<file path="config.mk">
export PLATFORM = sky130hd
export DESIGN_NAME = mbus_bridge_top
export DESIGN_NICKNAME = d
export VERILOG_FILES = /design/src/design/mbus_frame_pkg.sv /design/src/design/mbus_reg_pkg.sv /design/src/design/byte_stream_if.sv /design/src/design/reply_if.sv /design/src/design/host_reply_arbiter.sv /design/src/design/mbus_bridge_top.sv /design/src/design/mbus_cfg_regs.sv /design/src/design/mbus_rx_unpacker.sv /design/src/design/mbus_tx_packer.sv
export SDC_FILE = /design/constraint.sdc
export NUM_CORES = 1
export LEC_CHECK = 0
export BUFFER_PORTS_ARGS = -buffer_cell sky130_fd_sc_hd__buf_4
export CAP_MARGIN = 20
export CORE_MARGIN = 2
export CORE_UTILIZATION = 55
export CTS_CLUSTER_DIAMETER = 50
export CTS_CLUSTER_SIZE = 28
export DETAILED_ROUTE_END_ITERATION = 16
export HOLD_SLACK_MARGIN = 0.1
export PLACE_DENSITY_LB_ADDON = 0.05
export SLEW_MARGIN = 20
export SYNTH_ARGS = -nofsm -noshare
export SYNTH_HDL_FRONTEND = slang
export SYNTH_SLANG_ARGS = --single-unit
</file>
<file path="constraint.sdc">
create_clock -name clk -period 9.35 [get_ports clk]
set_input_delay 0.935 -clock clk [delete_from_list [all_inputs] [get_ports clk]]
set_output_delay 0.935 -clock clk [all_outputs]
set_load 0.03 [all_outputs]
</file>
<file path="src/design/mbus_frame_pkg.sv">
package mbus_frame_pkg;

	// Lead bytes of the two frame kinds on the host output
	localparam logic [7:0] rx_flag_byte = 8'h62;
	localparam logic [7:0] reply_flag_byte = 8'h61;

	// Bit positions in the RX status byte
	localparam int status_fail_bit = 2;
	localparam int status_bcast_bit = 1;

	typedef enum logic [7:0] {
		REPLY_NAK = 8'h00,
		REPLY_ACK = 8'h01
	} reply_code_e;

	typedef enum logic [2:0] {
		TX_EID, TX_ADDR, TX_DATA, TX_REQ, TX_ACK_LOW, TX_RESULT, TX_REPLY
	} tx_state_e;

	typedef enum logic [2:0] {
		RX_IDLE, RX_FLAG, RX_TAG, RX_ADDR, RX_DATA, RX_ACK_LOW, RX_WAIT, RX_STATUS
	} rx_state_e;

	typedef enum logic [1:0] {
		ARB_IDLE, ARB_RX, ARB_REPLY
	} arb_state_e;

	// Byte position inside a 32-bit word, MSB first
	typedef logic [1:0] byte_cnt_t;

endpackage

</file>
<file path="src/design/mbus_reg_pkg.sv">
package mbus_reg_pkg;

	localparam int apb_addr_w = 8;

	typedef enum logic [apb_addr_w-1:0] {
		REG_CTRL      = 8'h00,
		REG_SEQ       = 8'h04,
		REG_TX_OK     = 8'h08,
		REG_TX_FAIL   = 8'h0C,
		REG_RX_FRAMES = 8'h10
	} reg_addr_e;

	// CTRL layout, enable in bit 0
	typedef struct packed {
		logic master_en;
		logic enable;
	} ctrl_t;

endpackage

</file>
<file path="src/design/byte_stream_if.sv">
`timescale 1ns/1ps

interface byte_stream_if;
	logic valid;
	logic ready;
	logic [7:0] data;
	logic last;

	// Source holds valid, data and last until the byte is taken
	modport source (
		output valid, output data, output last,
		input ready
	);
	modport sink (
		input valid, input data, input last,
		output ready
	);
endinterface

</file>
<file path="src/design/reply_if.sv">
`timescale 1ns/1ps

interface reply_if;
	logic valid;
	logic ready;
	logic [7:0] eid;
	logic ok;

	modport source (output valid, output eid, output ok, input ready);
	modport sink (input valid, input eid, input ok, output ready);
endinterface

</file>
<file path="src/design/host_reply_arbiter.sv">
`timescale 1ns/1ps

module host_reply_arbiter import mbus_frame_pkg::*; (
	input  logic clk,
	input  logic reset,
	byte_stream_if.sink rx_in,
	reply_if.sink reply,
	output logic host_out_valid,
	output logic [7:0] host_out_data,
	output logic host_out_last,
	input  logic host_out_ready
);
	arb_state_e state;
	byte_cnt_t byte_cnt;
	logic held;
	logic [7:0] eid_q;
	logic ok_q;
	reply_code_e code;

	assign code = ok_q ? REPLY_ACK : REPLY_NAK;
	// One reply slot, refilled once the held reply is fully sent
	assign reply.ready = !held;
	assign rx_in.ready = (state == ARB_RX) && host_out_ready;

	always_comb begin
		host_out_valid = 1'b0;
		host_out_data = rx_in.data;
		host_out_last = rx_in.last;
		case (state)
			ARB_RX: host_out_valid = rx_in.valid;
			ARB_REPLY: begin
				host_out_valid = 1'b1;
				host_out_last = (byte_cnt == 2'd2);
				case (byte_cnt)
					2'd0: host_out_data = reply_flag_byte;
					2'd1: host_out_data = eid_q;
					default: host_out_data = code;
				endcase
			end
			default: ;
		endcase
	end

	always_ff @(posedge clk) begin
		if (reply.valid && reply.ready) begin
			eid_q <= reply.eid;
			ok_q <= reply.ok;
		end
	end

	// Source switches only between frames
	always_ff @(posedge clk or posedge reset) begin
		if (reset) begin
			state <= ARB_IDLE;
			byte_cnt <= '0;
			held <= 1'b0;
		end else begin
			if (reply.valid && reply.ready)
				held <= 1'b1;
			case (state)
				ARB_IDLE: begin
					byte_cnt <= '0;
					if (rx_in.valid)
						state <= ARB_RX;
					else if (held)
						state <= ARB_REPLY;
				end
				ARB_RX: begin
					if (rx_in.valid && rx_in.ready && rx_in.last)
						state <= ARB_IDLE;
				end
				ARB_REPLY: begin
					if (host_out_ready) begin
						byte_cnt <= byte_cnt + 2'd1;
						if (byte_cnt == 2'd2) begin
							held <= 1'b0;
							state <= ARB_IDLE;
						end
					end
				end
				default: state <= ARB_IDLE;
			endcase
		end
	end
endmodule

</file>
<file path="src/design/mbus_bridge_top.sv">
`timescale 1ns/1ps

module mbus_bridge_top import mbus_reg_pkg::*; (
	input  logic clk,
	input  logic reset,
	input  logic host_in_valid,
	output logic host_in_ready,
	input  logic [7:0] host_in_data,
	input  logic host_in_last,
	output logic host_out_valid,
	input  logic host_out_ready,
	output logic [7:0] host_out_data,
	output logic host_out_last,
	input  logic psel,
	input  logic penable,
	input  logic pwrite,
	input  logic [apb_addr_w-1:0] paddr,
	input  logic [31:0] pwdata,
	output logic [31:0] prdata,
	output logic pready,
	output logic pslverr,
	output logic [31:0] tx_addr,
	output logic [31:0] tx_data,
	output logic tx_pend,
	output logic tx_req,
	input  logic tx_ack,
	input  logic tx_succ,
	input  logic tx_fail,
	output logic tx_resp_ack,
	input  logic [31:0] rx_addr,
	input  logic [31:0] rx_data,
	input  logic rx_req,
	output logic rx_ack,
	input  logic rx_pend,
	input  logic rx_fail,
	input  logic rx_broadcast,
	output logic master_en
);
	ctrl_t ctrl;
	logic [7:0] seq_tag;
	logic tx_done;
	logic tx_ok;
	logic rx_frame_start;

	byte_stream_if rx_bus ();
	reply_if reply_bus ();

	assign master_en = ctrl.master_en;

	mbus_cfg_regs regs0 (
		.clk(clk),
		.reset(reset),
		.psel(psel),
		.penable(penable),
		.pwrite(pwrite),
		.paddr(paddr),
		.pwdata(pwdata),
		.prdata(prdata),
		.pready(pready),
		.pslverr(pslverr),
		.tx_done(tx_done),
		.tx_ok(tx_ok),
		.rx_frame_start(rx_frame_start),
		.ctrl(ctrl),
		.seq_tag(seq_tag)
	);

	mbus_tx_packer pack0 (
		.clk(clk),
		.reset(reset),
		.host_in_valid(host_in_valid),
		.host_in_data(host_in_data),
		.host_in_last(host_in_last),
		.host_in_ready(host_in_ready),
		.enable(ctrl.enable),
		.tx_addr(tx_addr),
		.tx_data(tx_data),
		.tx_pend(tx_pend),
		.tx_req(tx_req),
		.tx_ack(tx_ack),
		.tx_succ(tx_succ),
		.tx_fail(tx_fail),
		.tx_resp_ack(tx_resp_ack),
		.reply(reply_bus.source),
		.tx_done(tx_done),
		.tx_ok(tx_ok)
	);

	mbus_rx_unpacker unpack0 (
		.clk(clk),
		.reset(reset),
		.rx_addr(rx_addr),
		.rx_data(rx_data),
		.rx_req(rx_req),
		.rx_pend(rx_pend),
		.rx_fail(rx_fail),
		.rx_broadcast(rx_broadcast),
		.rx_ack(rx_ack),
		.seq_tag(seq_tag),
		.enable(ctrl.enable),
		.rx_out(rx_bus.source),
		.rx_frame_start(rx_frame_start)
	);

	host_reply_arbiter arb0 (
		.clk(clk),
		.reset(reset),
		.rx_in(rx_bus.sink),
		.reply(reply_bus.sink),
		.host_out_valid(host_out_valid),
		.host_out_data(host_out_data),
		.host_out_last(host_out_last),
		.host_out_ready(host_out_ready)
	);
endmodule

</file>
<file path="src/design/mbus_cfg_regs.sv">
`timescale 1ns/1ps

module mbus_cfg_regs import mbus_reg_pkg::*; (
	input  logic clk,
	input  logic reset,
	input  logic psel,
	input  logic penable,
	input  logic pwrite,
	input  logic [apb_addr_w-1:0] paddr,
	input  logic [31:0] pwdata,
	output logic [31:0] prdata,
	output logic pready,
	output logic pslverr,
	input  logic tx_done,
	input  logic tx_ok,
	input  logic rx_frame_start,
	output ctrl_t ctrl,
	output logic [7:0] seq_tag
);
	logic [31:0] tx_ok_cnt;
	logic [31:0] tx_fail_cnt;
	logic [31:0] rx_frame_cnt;
	logic addr_hit;
	logic access;
	logic wr_en;

	// No wait states, every access ends in its access phase
	assign access = psel && penable;
	assign wr_en = access && pwrite && addr_hit;
	assign pready = 1'b1;
	assign pslverr = access && !addr_hit;

	always_comb begin
		addr_hit = 1'b1;
		prdata = '0;
		case (reg_addr_e'(paddr))
			REG_CTRL: prdata = {30'd0, ctrl};
			REG_SEQ: prdata = {24'd0, seq_tag};
			REG_TX_OK: prdata = tx_ok_cnt;
			REG_TX_FAIL: prdata = tx_fail_cnt;
			REG_RX_FRAMES: prdata = rx_frame_cnt;
			default: addr_hit = 1'b0;
		endcase
	end

	// A bus write wins over a counter event in the same cycle
	always_ff @(posedge clk or posedge reset) begin
		if (reset) begin
			ctrl <= '0;
			seq_tag <= '0;
			tx_ok_cnt <= '0;
			tx_fail_cnt <= '0;
			rx_frame_cnt <= '0;
		end else begin
			if (wr_en && paddr == REG_CTRL)
				ctrl <= ctrl_t'(pwdata[1:0]);

			if (wr_en && paddr == REG_SEQ)
				seq_tag <= pwdata[7:0];
			else if (rx_frame_start)
				seq_tag <= seq_tag + 8'd1;

			if (wr_en && paddr == REG_TX_OK)
				tx_ok_cnt <= pwdata;
			else if (tx_done && tx_ok)
				tx_ok_cnt <= tx_ok_cnt + 32'd1;

			if (wr_en && paddr == REG_TX_FAIL)
				tx_fail_cnt <= pwdata;
			else if (tx_done && !tx_ok)
				tx_fail_cnt <= tx_fail_cnt + 32'd1;

			if (wr_en && paddr == REG_RX_FRAMES)
				rx_frame_cnt <= pwdata;
			else if (rx_frame_start)
				rx_frame_cnt <= rx_frame_cnt + 32'd1;
		end
	end
endmodule

</file>
<file path="src/design/mbus_rx_unpacker.sv">
`timescale 1ns/1ps

module mbus_rx_unpacker import mbus_frame_pkg::*; (
	input  logic clk,
	input  logic reset,
	input  logic [31:0] rx_addr,
	input  logic [31:0] rx_data,
	input  logic rx_req,
	input  logic rx_pend,
	input  logic rx_fail,
	input  logic rx_broadcast,
	output logic rx_ack,
	input  logic [7:0] seq_tag,
	input  logic enable,
	byte_stream_if.source rx_out,
	output logic rx_frame_start
);
	rx_state_e state;
	byte_cnt_t byte_cnt;
	logic [31:0] addr_q;
	logic [31:0] data_q;
	logic [7:0] tag_q;
	logic [7:0] status_q;
	logic pend_q;
	logic fail_only;
	logic can_take;
	logic capture;
	logic fail_ack;
	logic sent;

	// Words are taken only once the previous bytes are all out
	assign can_take = (state == RX_IDLE && enable) || state == RX_WAIT;
	assign capture = can_take && rx_req && !rx_ack;
	assign fail_ack = can_take && rx_fail && !rx_req && !rx_ack;
	assign rx_frame_start = (state == RX_IDLE) && (capture || fail_ack);
	assign sent = rx_out.valid && rx_out.ready;

	assign rx_out.valid = state inside {RX_FLAG, RX_TAG, RX_ADDR, RX_DATA, RX_STATUS};
	assign rx_out.last = (state == RX_STATUS);

	always_comb begin
		case (state)
			RX_FLAG: rx_out.data = rx_flag_byte;
			RX_TAG: rx_out.data = tag_q;
			RX_ADDR: rx_out.data = addr_q[{~byte_cnt, 3'b000} +: 8];
			RX_DATA: rx_out.data = data_q[{~byte_cnt, 3'b000} +: 8];
			default: rx_out.data = status_q;
		endcase
	end

	always_ff @(posedge clk) begin
		if (capture) begin
			data_q <= rx_data;
			if (state == RX_IDLE)
				addr_q <= rx_addr;
		end
		// Tag is sampled before the register block advances it
		if (rx_frame_start)
			tag_q <= seq_tag;
	end

	always_ff @(posedge clk or posedge reset) begin
		if (reset) begin
			state <= RX_IDLE;
			byte_cnt <= '0;
			rx_ack <= 1'b0;
			status_q <= '0;
			pend_q <= 1'b0;
			fail_only <= 1'b0;
		end else begin
			// Release ack once the layer drops the signal it was raised for
			if (rx_ack && !(fail_only ? rx_fail : rx_req))
				rx_ack <= 1'b0;
			if (capture || fail_ack) begin
				rx_ack <= 1'b1;
				pend_q <= capture && rx_pend;
				fail_only <= fail_ack;
			end
			if (sent && (state == RX_ADDR || state == RX_DATA))
				byte_cnt <= byte_cnt + 2'd1;

			case (state)
				RX_IDLE: begin
					byte_cnt <= '0;
					status_q <= '0;
					status_q[status_fail_bit] <= rx_fail;
					status_q[status_bcast_bit] <= rx_broadcast;
					if (capture || fail_ack)
						state <= RX_FLAG;
				end
				RX_FLAG: if (sent) state <= RX_TAG;
				RX_TAG: if (sent) state <= fail_only ? RX_ACK_LOW : RX_ADDR;
				RX_ADDR: if (sent && byte_cnt == 2'd3) state <= RX_DATA;
				RX_DATA: if (sent && byte_cnt == 2'd3) state <= RX_ACK_LOW;
				RX_ACK_LOW: begin
					if (!rx_ack)
						state <= pend_q ? RX_WAIT : RX_STATUS;
				end
				RX_WAIT: begin
					if (capture) begin
						status_q[status_fail_bit] <= status_q[status_fail_bit] | rx_fail;
						status_q[status_bcast_bit] <= status_q[status_bcast_bit] | rx_broadcast;
						state <= RX_DATA;
					end else if (fail_ack) begin
						// Message aborted between words
						status_q[status_fail_bit] <= 1'b1;
						state <= RX_ACK_LOW;
					end
				end
				RX_STATUS: if (sent) state <= RX_IDLE;
				default: state <= RX_IDLE;
			endcase
		end
	end
endmodule

</file>
<file path="src/design/mbus_tx_packer.sv">
`timescale 1ns/1ps

module mbus_tx_packer import mbus_frame_pkg::*; (
	input  logic clk,
	input  logic reset,
	input  logic host_in_valid,
	input  logic [7:0] host_in_data,
	input  logic host_in_last,
	output logic host_in_ready,
	input  logic enable,
	output logic [31:0] tx_addr,
	output logic [31:0] tx_data,
	output logic tx_pend,
	output logic tx_req,
	input  logic tx_ack,
	input  logic tx_succ,
	input  logic tx_fail,
	output logic tx_resp_ack,
	reply_if.source reply,
	output logic tx_done,
	output logic tx_ok
);
	tx_state_e state;
	byte_cnt_t byte_cnt;
	logic [7:0] eid;
	logic ok;
	logic take;

	// New frames only start while enabled
	assign host_in_ready = (state == TX_EID && enable) || state == TX_ADDR || state == TX_DATA;
	assign take = host_in_valid && host_in_ready;

	assign reply.valid = (state == TX_REPLY);
	assign reply.eid = eid;
	assign reply.ok = ok;
	assign tx_done = reply.valid && reply.ready;
	assign tx_ok = tx_done && ok;

	// First data byte of a word clears the rest, so a short word is zero padded
	always_ff @(posedge clk) begin
		if (take) begin
			case (state)
				TX_EID: eid <= host_in_data;
				TX_ADDR: tx_addr <= {tx_addr[23:0], host_in_data};
				TX_DATA: begin
					if (byte_cnt == 2'd0)
						tx_data <= {host_in_data, 24'd0};
					else
						tx_data[{~byte_cnt, 3'b000} +: 8] <= host_in_data;
				end
				default: ;
			endcase
		end
	end

	always_ff @(posedge clk or posedge reset) begin
		if (reset) begin
			state <= TX_EID;
			byte_cnt <= '0;
			ok <= 1'b0;
			tx_pend <= 1'b0;
			tx_req <= 1'b0;
			tx_resp_ack <= 1'b0;
		end else begin
			case (state)
				TX_EID: begin
					byte_cnt <= '0;
					ok <= 1'b0;
					// A frame ending here has no data and is NAKed
					if (take)
						state <= host_in_last ? TX_REPLY : TX_ADDR;
				end
				TX_ADDR: begin
					if (take) begin
						byte_cnt <= byte_cnt + 2'd1;
						if (host_in_last)
							state <= TX_REPLY;
						else if (byte_cnt == 2'd3)
							state <= TX_DATA;
					end
				end
				TX_DATA: begin
					if (take) begin
						byte_cnt <= byte_cnt + 2'd1;
						if (host_in_last || byte_cnt == 2'd3) begin
							tx_pend <= !host_in_last;
							tx_req <= 1'b1;
							state <= TX_REQ;
						end
					end
				end
				TX_REQ: begin
					if (tx_ack) begin
						tx_req <= 1'b0;
						state <= TX_ACK_LOW;
					end
				end
				TX_ACK_LOW: begin
					if (!tx_ack)
						state <= tx_pend ? TX_DATA : TX_RESULT;
				end
				TX_RESULT: begin
					// Hold resp_ack until the layer drops its outcome
					if (!tx_resp_ack && (tx_succ || tx_fail)) begin
						tx_resp_ack <= 1'b1;
						ok <= tx_succ;
					end else if (tx_resp_ack && !tx_succ && !tx_fail) begin
						tx_resp_ack <= 1'b0;
						state <= TX_REPLY;
					end
				end
				TX_REPLY: begin
					if (reply.ready)
						state <= TX_EID;
				end
				default: state <= TX_EID;
			endcase
		end
	end
endmodule

</file>
Word level (Yosys, flattened, before mapping)
Index checks and enable logic that the tools add are counted.

word-level totals
  register bits after elaboration = 283
  output and inout bits = 114
  logic and storage cells = 255

operators by class
  add/subtract/negate cells = 8
  equality and inequality tests = 48
  shift operators = 4
  multiplexer cells = 75
  bitwise gates (word level) = 4
  reduce and logical (&&, ||, !) cells = 85

operator list
  cell                    number
  $mux 32                 7
  $pmux 32 s5             1
  $add 32x1->32 const B   3
  $mux 3                  23
  $shiftx 32x6->8         2
  $bwmux 32               1
  $logic_and 1x1->1       32
  $pmux 8 s4              1
  $shift 8x7->32 const A  1
  $shiftx 8x7->32         1
  $mux 8                  3
  $ne 2x2->1 const B      12
  $pmux 3 s8              1
  $reduce_bool 2->1       12
  $eq 3x3->1 const B      7
  $pmux 3 s7              1
  $mux 1                  20
  $ne 2x1->1 const B      10
  $reduce_and 2->1        10
  $mux 2                  9
  $eq 8x4->1 const B      2
  $pmux 8 s2              1
  $eq 3x2->1 const B      4
  $pmux 2 s2              3
  other kinds (26)        57

Depth between registers and ports, before layout
  depth in word-level cells = 10
  depth in mapped cells = 10
  mapped depth without buffers = 8

Cells and area by module
Synthesis repeated with hierarchy kept, for this count alone.

second synthesis, totals
  cells, all modules = 1332
  area, all modules = 14385.0 um2

by module, submodules not included
  module              instances  cells each  area each (um2)  sequential area each (um2)
  mbus_cfg_regs       1          786         6687.7           2652.5
  mbus_rx_unpacker    1          219         3530.9           2412.3
  mbus_tx_packer      1          251         3390.8           2387.3
  host_reply_arbiter  1          76          775.7            395.4

Worst setup path before layout
Ideal clock, no wire load.

  kind = reg-to-reg
  from = register unpack0.rx_ack
  to = register unpack0.addr_q[0] (enable)
  setup time = 0.424 ns
  arrival = 3.486 ns
  data required time = 8.926 ns
  setup slack = 5.440 ns
  stages on the path, launching flop included = 5
  buffers on the path = 0
  cell sequence = dfrtp_1 > or2_2 > a21oi_1 > and2_1 > nor2b_1

between the ends
  longest elaborated chain between the ends = 3

RTL lines
  what                               RTL line                RTL
  from (decl)                        mbus_rx_unpacker.sv:12  output logic rx_ack,
  from (signal assigned)             mbus_rx_unpacker.sv:66  rx_ack <= 1'b0;
  from (signal assigned)             mbus_rx_unpacker.sv:73  rx_ack <= 1'b0;
  from (signal assigned)             mbus_rx_unpacker.sv:75  rx_ack <= 1'b1;
  $logic_not 1->1                    mbus_rx_unpacker.sv:33  assign capture = can_take && rx_req && !rx_ack;
  $logic_and 1x1->1                  mbus_rx_unpacker.sv:33
  via unpack0.capture                mbus_rx_unpacker.sv:27  logic capture;
  $reduce_and 2->1 (no source line)  n/a
  to (signal assigned)               mbus_rx_unpacker.sv:55  addr_q <= rx_addr;
  to (decl)                          mbus_rx_unpacker.sv:20  logic [31:0] addr_q;

The timed path passes the listed nets, and every way through them passes these cells.
A chain may end at the register's enable or synchronous reset.

Final worst setup path
  from = input port paddr[4]
  to = output port prdata[9]

between the ends
  longest elaborated chain between the ends = 2

RTL lines
  what                                      RTL line               RTL
  from (decl)                               mbus_bridge_top.sv:17  input logic [apb_addr_w-1:0] paddr,
  $eq 8x5->1, or another cell as far along  mbus_cfg_regs.sv:36    case (reg_addr_e'(paddr))
  $pmux 32 s5 (*)                           mbus_cfg_regs.sv:36
  to (decl)                                 mbus_bridge_top.sv:19  output logic [31:0] prdata,

Every way passes the cells marked *; elsewhere a longest branch is shown, timed or not.

==> results_dict.tcl <==
set metrics [dict create \
    status "completed" \
    post_drt_wl_per_cell_um 19.3 \
    slew_viol_final 0 \
    drc 0 \
    critical_path_class "input port to primary output" \
    grt.total_usage_pct 27.1 \
    initial_core_util_pct 55.5 \
    design_area_sq_um 17200 \
    pwr_density_cell_nw_per_um2 268 \
    clock.fmax_mhz 245 \
    diodes 0 \
    reg2reg_to "regs0.tx_ok_cnt[30]$_DFFE_PP0P_" \
    grt_pass1_wl_um 56400 \
    yosysTopAreaCellShare_pct 33.2 \
    ant_nets 0 \
    antenna_found_initial 0 \
    dp_hpwl_um 24700 \
    seq_area_sq_um 7850 \
    fillers 1958 \
    setup.worst_path.start_class "input port" \
    dieArea_sq_um 26500 \
    areaGrowthSynthToFinish_pct 24.0 \
    min_to "arb0.eid_q[3]$_DFFE_PP_" \
    required_ns 8.42 \
    slew_headroom_pct 31.3 \
    dp.cells 1795 \
    grt_max_degree 84 \
    synthTopCellsByCount "153 x edfxtp_1, 143 x nor2_1, 130 x dfrtp_1, 130 x nand2_1, 102 x a21oi_1" \
    dr.pass1.iters 6 \
    tritoncts "yes" \
    tightest_slew_ns 1.03 \
    fin_tns_setup_ns 0 \
    crit_fanout 24 \
    clock_latency_ns 0.51 \
    clk_path_buf_depth 3 \
    hold_violations 0 \
    totalPowerFinal_mw 4.60 \
    worstPathArrival_ns 3.15 \
    drv_cap 0 \
    yosys.cell_count.top_type "edfxtp_1" \
    timing.rr.start "pack0.state[2]$_DFFE_PP0P_" \
    num_vias 10827 \
    synth_fp_nets 1423 \
    rsz0062_at_grt "false" \
    routed_via_density 5.83 \
    grt_pass1_vias 10299 \
    core_area_sq_um 25000 \
    multi_input_area_sq_um 5590 \
    fin_cells 1857 \
    rows 58 \
    synth_area_per_cell_sq_um 10.8 \
    min-delay-start "pack0.reply.eid[3]$_DFFE_PP_" \
    synthesis.area_sq_um 13800 \
    clock_skew_ns 0.0115 \
    worstHoldPathCells 0 \
    synth_top_cells_by_area "edfxtp_1 33%, dfrtp_1 23%, nor2_1 3.9%" \
    drive_gt1_share_pct 23.1 \
    cts_max_level 2 \
    cts_num_sinks 283 \
    r2r_setup_slack_ns 5.54 \
    layout_setup_ws_ns 5.27 \
    async_reset_ff_share_pct 45.9 \
    endpoint_kind "primary output" \
    cts_made_buffers 36 \
    dpl_worst_slack_ns 4.94 \
    finish.utilization_pct 68.8 \
    reg2regPathDepth 7 \
    whs_ns 0.422 \
    gp_congestion 0.876 \
    die_y_um 163 \
    postSynthCellCount 1279 \
    ir_drop_uv 178 \
    drt_wl_total_um 35900 \
    yosysWarnings 0 \
    fin_crit_sh_pct 43.7 \
    ys_seq_area_share_pct 56.7 \
    yosysUniqueCellTypes 67 \
    root_buffer "clkbuf_16" \
    place_area_sq_um 15900 \
    synth_edf_count 153 \
    cts_hold_buf 0 \
    io_pins 241 \
    power_leakage_nw 6.84 \
    ys.flop_type "edfxtp_1" \
    postCtsSetupBuffers 0 \
    die_x_um 163 \
    holdCritPathClass "flip-flop to flip-flop" \
    clk_pin_slew_worst_paths_ns 0.06 \
    synth_largest_area_cell "edfxtp_1" \
    port-buffer-count 239 \
    grt.overflow.total 0 \
    synth-seq-cells 283 \
    nets 1647 \
    cts.repair.resized 0 \
    drt_iter0_drc 1267 \
    setup_viol 0 \
    fin_crit_ns 4.08 \
]
[power breakdown]
group / internal (mW) / switching, mW
Sequential: 1.55 / 0.269
Combinational: 0.553 / 0.790
Clock: 0.916 / 0.522
Total: 3.02 / 1.58
[layout by cell type, fill, tap and decap left out, drive strengths merged, types with 16 or more instances in the layout]
master / n
inv: 51
xor2: 54
edfxtp: 153
nand3: 33
nand2: 130
ha: 17
nor3: 25
clkbuf: 40
xnor2: 47
nand4: 30
nor2b: 33
buf: 251
nor2: 143
o21ai: 71
a222oi: 24
a22oi: 16
mux4: 16
a21oi: 102
dfrtp: 130
[per-layer routing]
layer | part of all wire [%] | routed length (um) | up-vias | track usage [%]
met1 | 44 | 15800 | 5264 | 39.6
met5 | 0 | 0 | - | 0
li1 | - | - | 5090 | -
met4 | 2.0 | 716 | 0 | 6.80
met2 | 47 | 16700 | 415 | 42.6
met3 | 7.5 | 2670 | 58 | 4.56
[sequential cells by signal (all words and copies together), names as in the netlist, 3 cells and up]
signal	cells
pack0.tx_addr	32
pack0.tx_data	32
regs0.rx_frame_cnt	32
regs0.tx_fail_cnt	32
regs0.tx_ok_cnt	32
unpack0.addr_q	32
unpack0.data_q	32
arb0.eid_q	8
pack0.reply.eid	8
regs0.seq_tag	8
unpack0.tag_q	8
pack0.state	3
unpack0.state	3
[cell families (layout without fill, tap and decap cells)]
logic type                 after synthesis  count (layout)  share of synthesized area (%)
AOI/OAI and AO/OA                      264             264                           12.0
xor gates and xnor gates               101             101                           6.39
adders and majority gates               17              17                           1.54
buffers and inverters                  116             364                           3.32
DFF                                    283             283                           56.7
muxes                                   34              34                           3.98
other                                    1               1                         0.0271
and+or+nand+nor                        463             463                           16.1
[critical path, stage by stage]
cell	delay, ns
buf_4	0.15
nor4_1	0.60
and3_1	0.95
a222oi_1	0.22
inv_1	0.12
buf_4	0.16
[worst max-delay path by stage]
stage | start | to | slack (ns)
2_1_floorplan | reset | arb0.byte_cnt[0]$_DFFE_PP0P_ | 4.95
3_3_place_gp | paddr[4] | prdata[8] | 5.02
3_5_place_dp | paddr[4] | prdata[9] | 4.94
4_1_cts | paddr[4] | prdata[9] | 4.92
5_1_grt | paddr[4] | prdata[11] | 5.02
6_report | paddr[4] | prdata[9] | 5.27
[layout make-up]
class	count	area share, %
Timing Repair Buffer	251	11.0
Tap cell	330	2.40
Clock buffer	40	5.46
Multi-Input combinational cell	880	32.5
Sequential cell	283	45.7
Clock inverter	22	1.77
Inverter	51	1.13
Note: power is estimated with default switching activity, not from simulation.
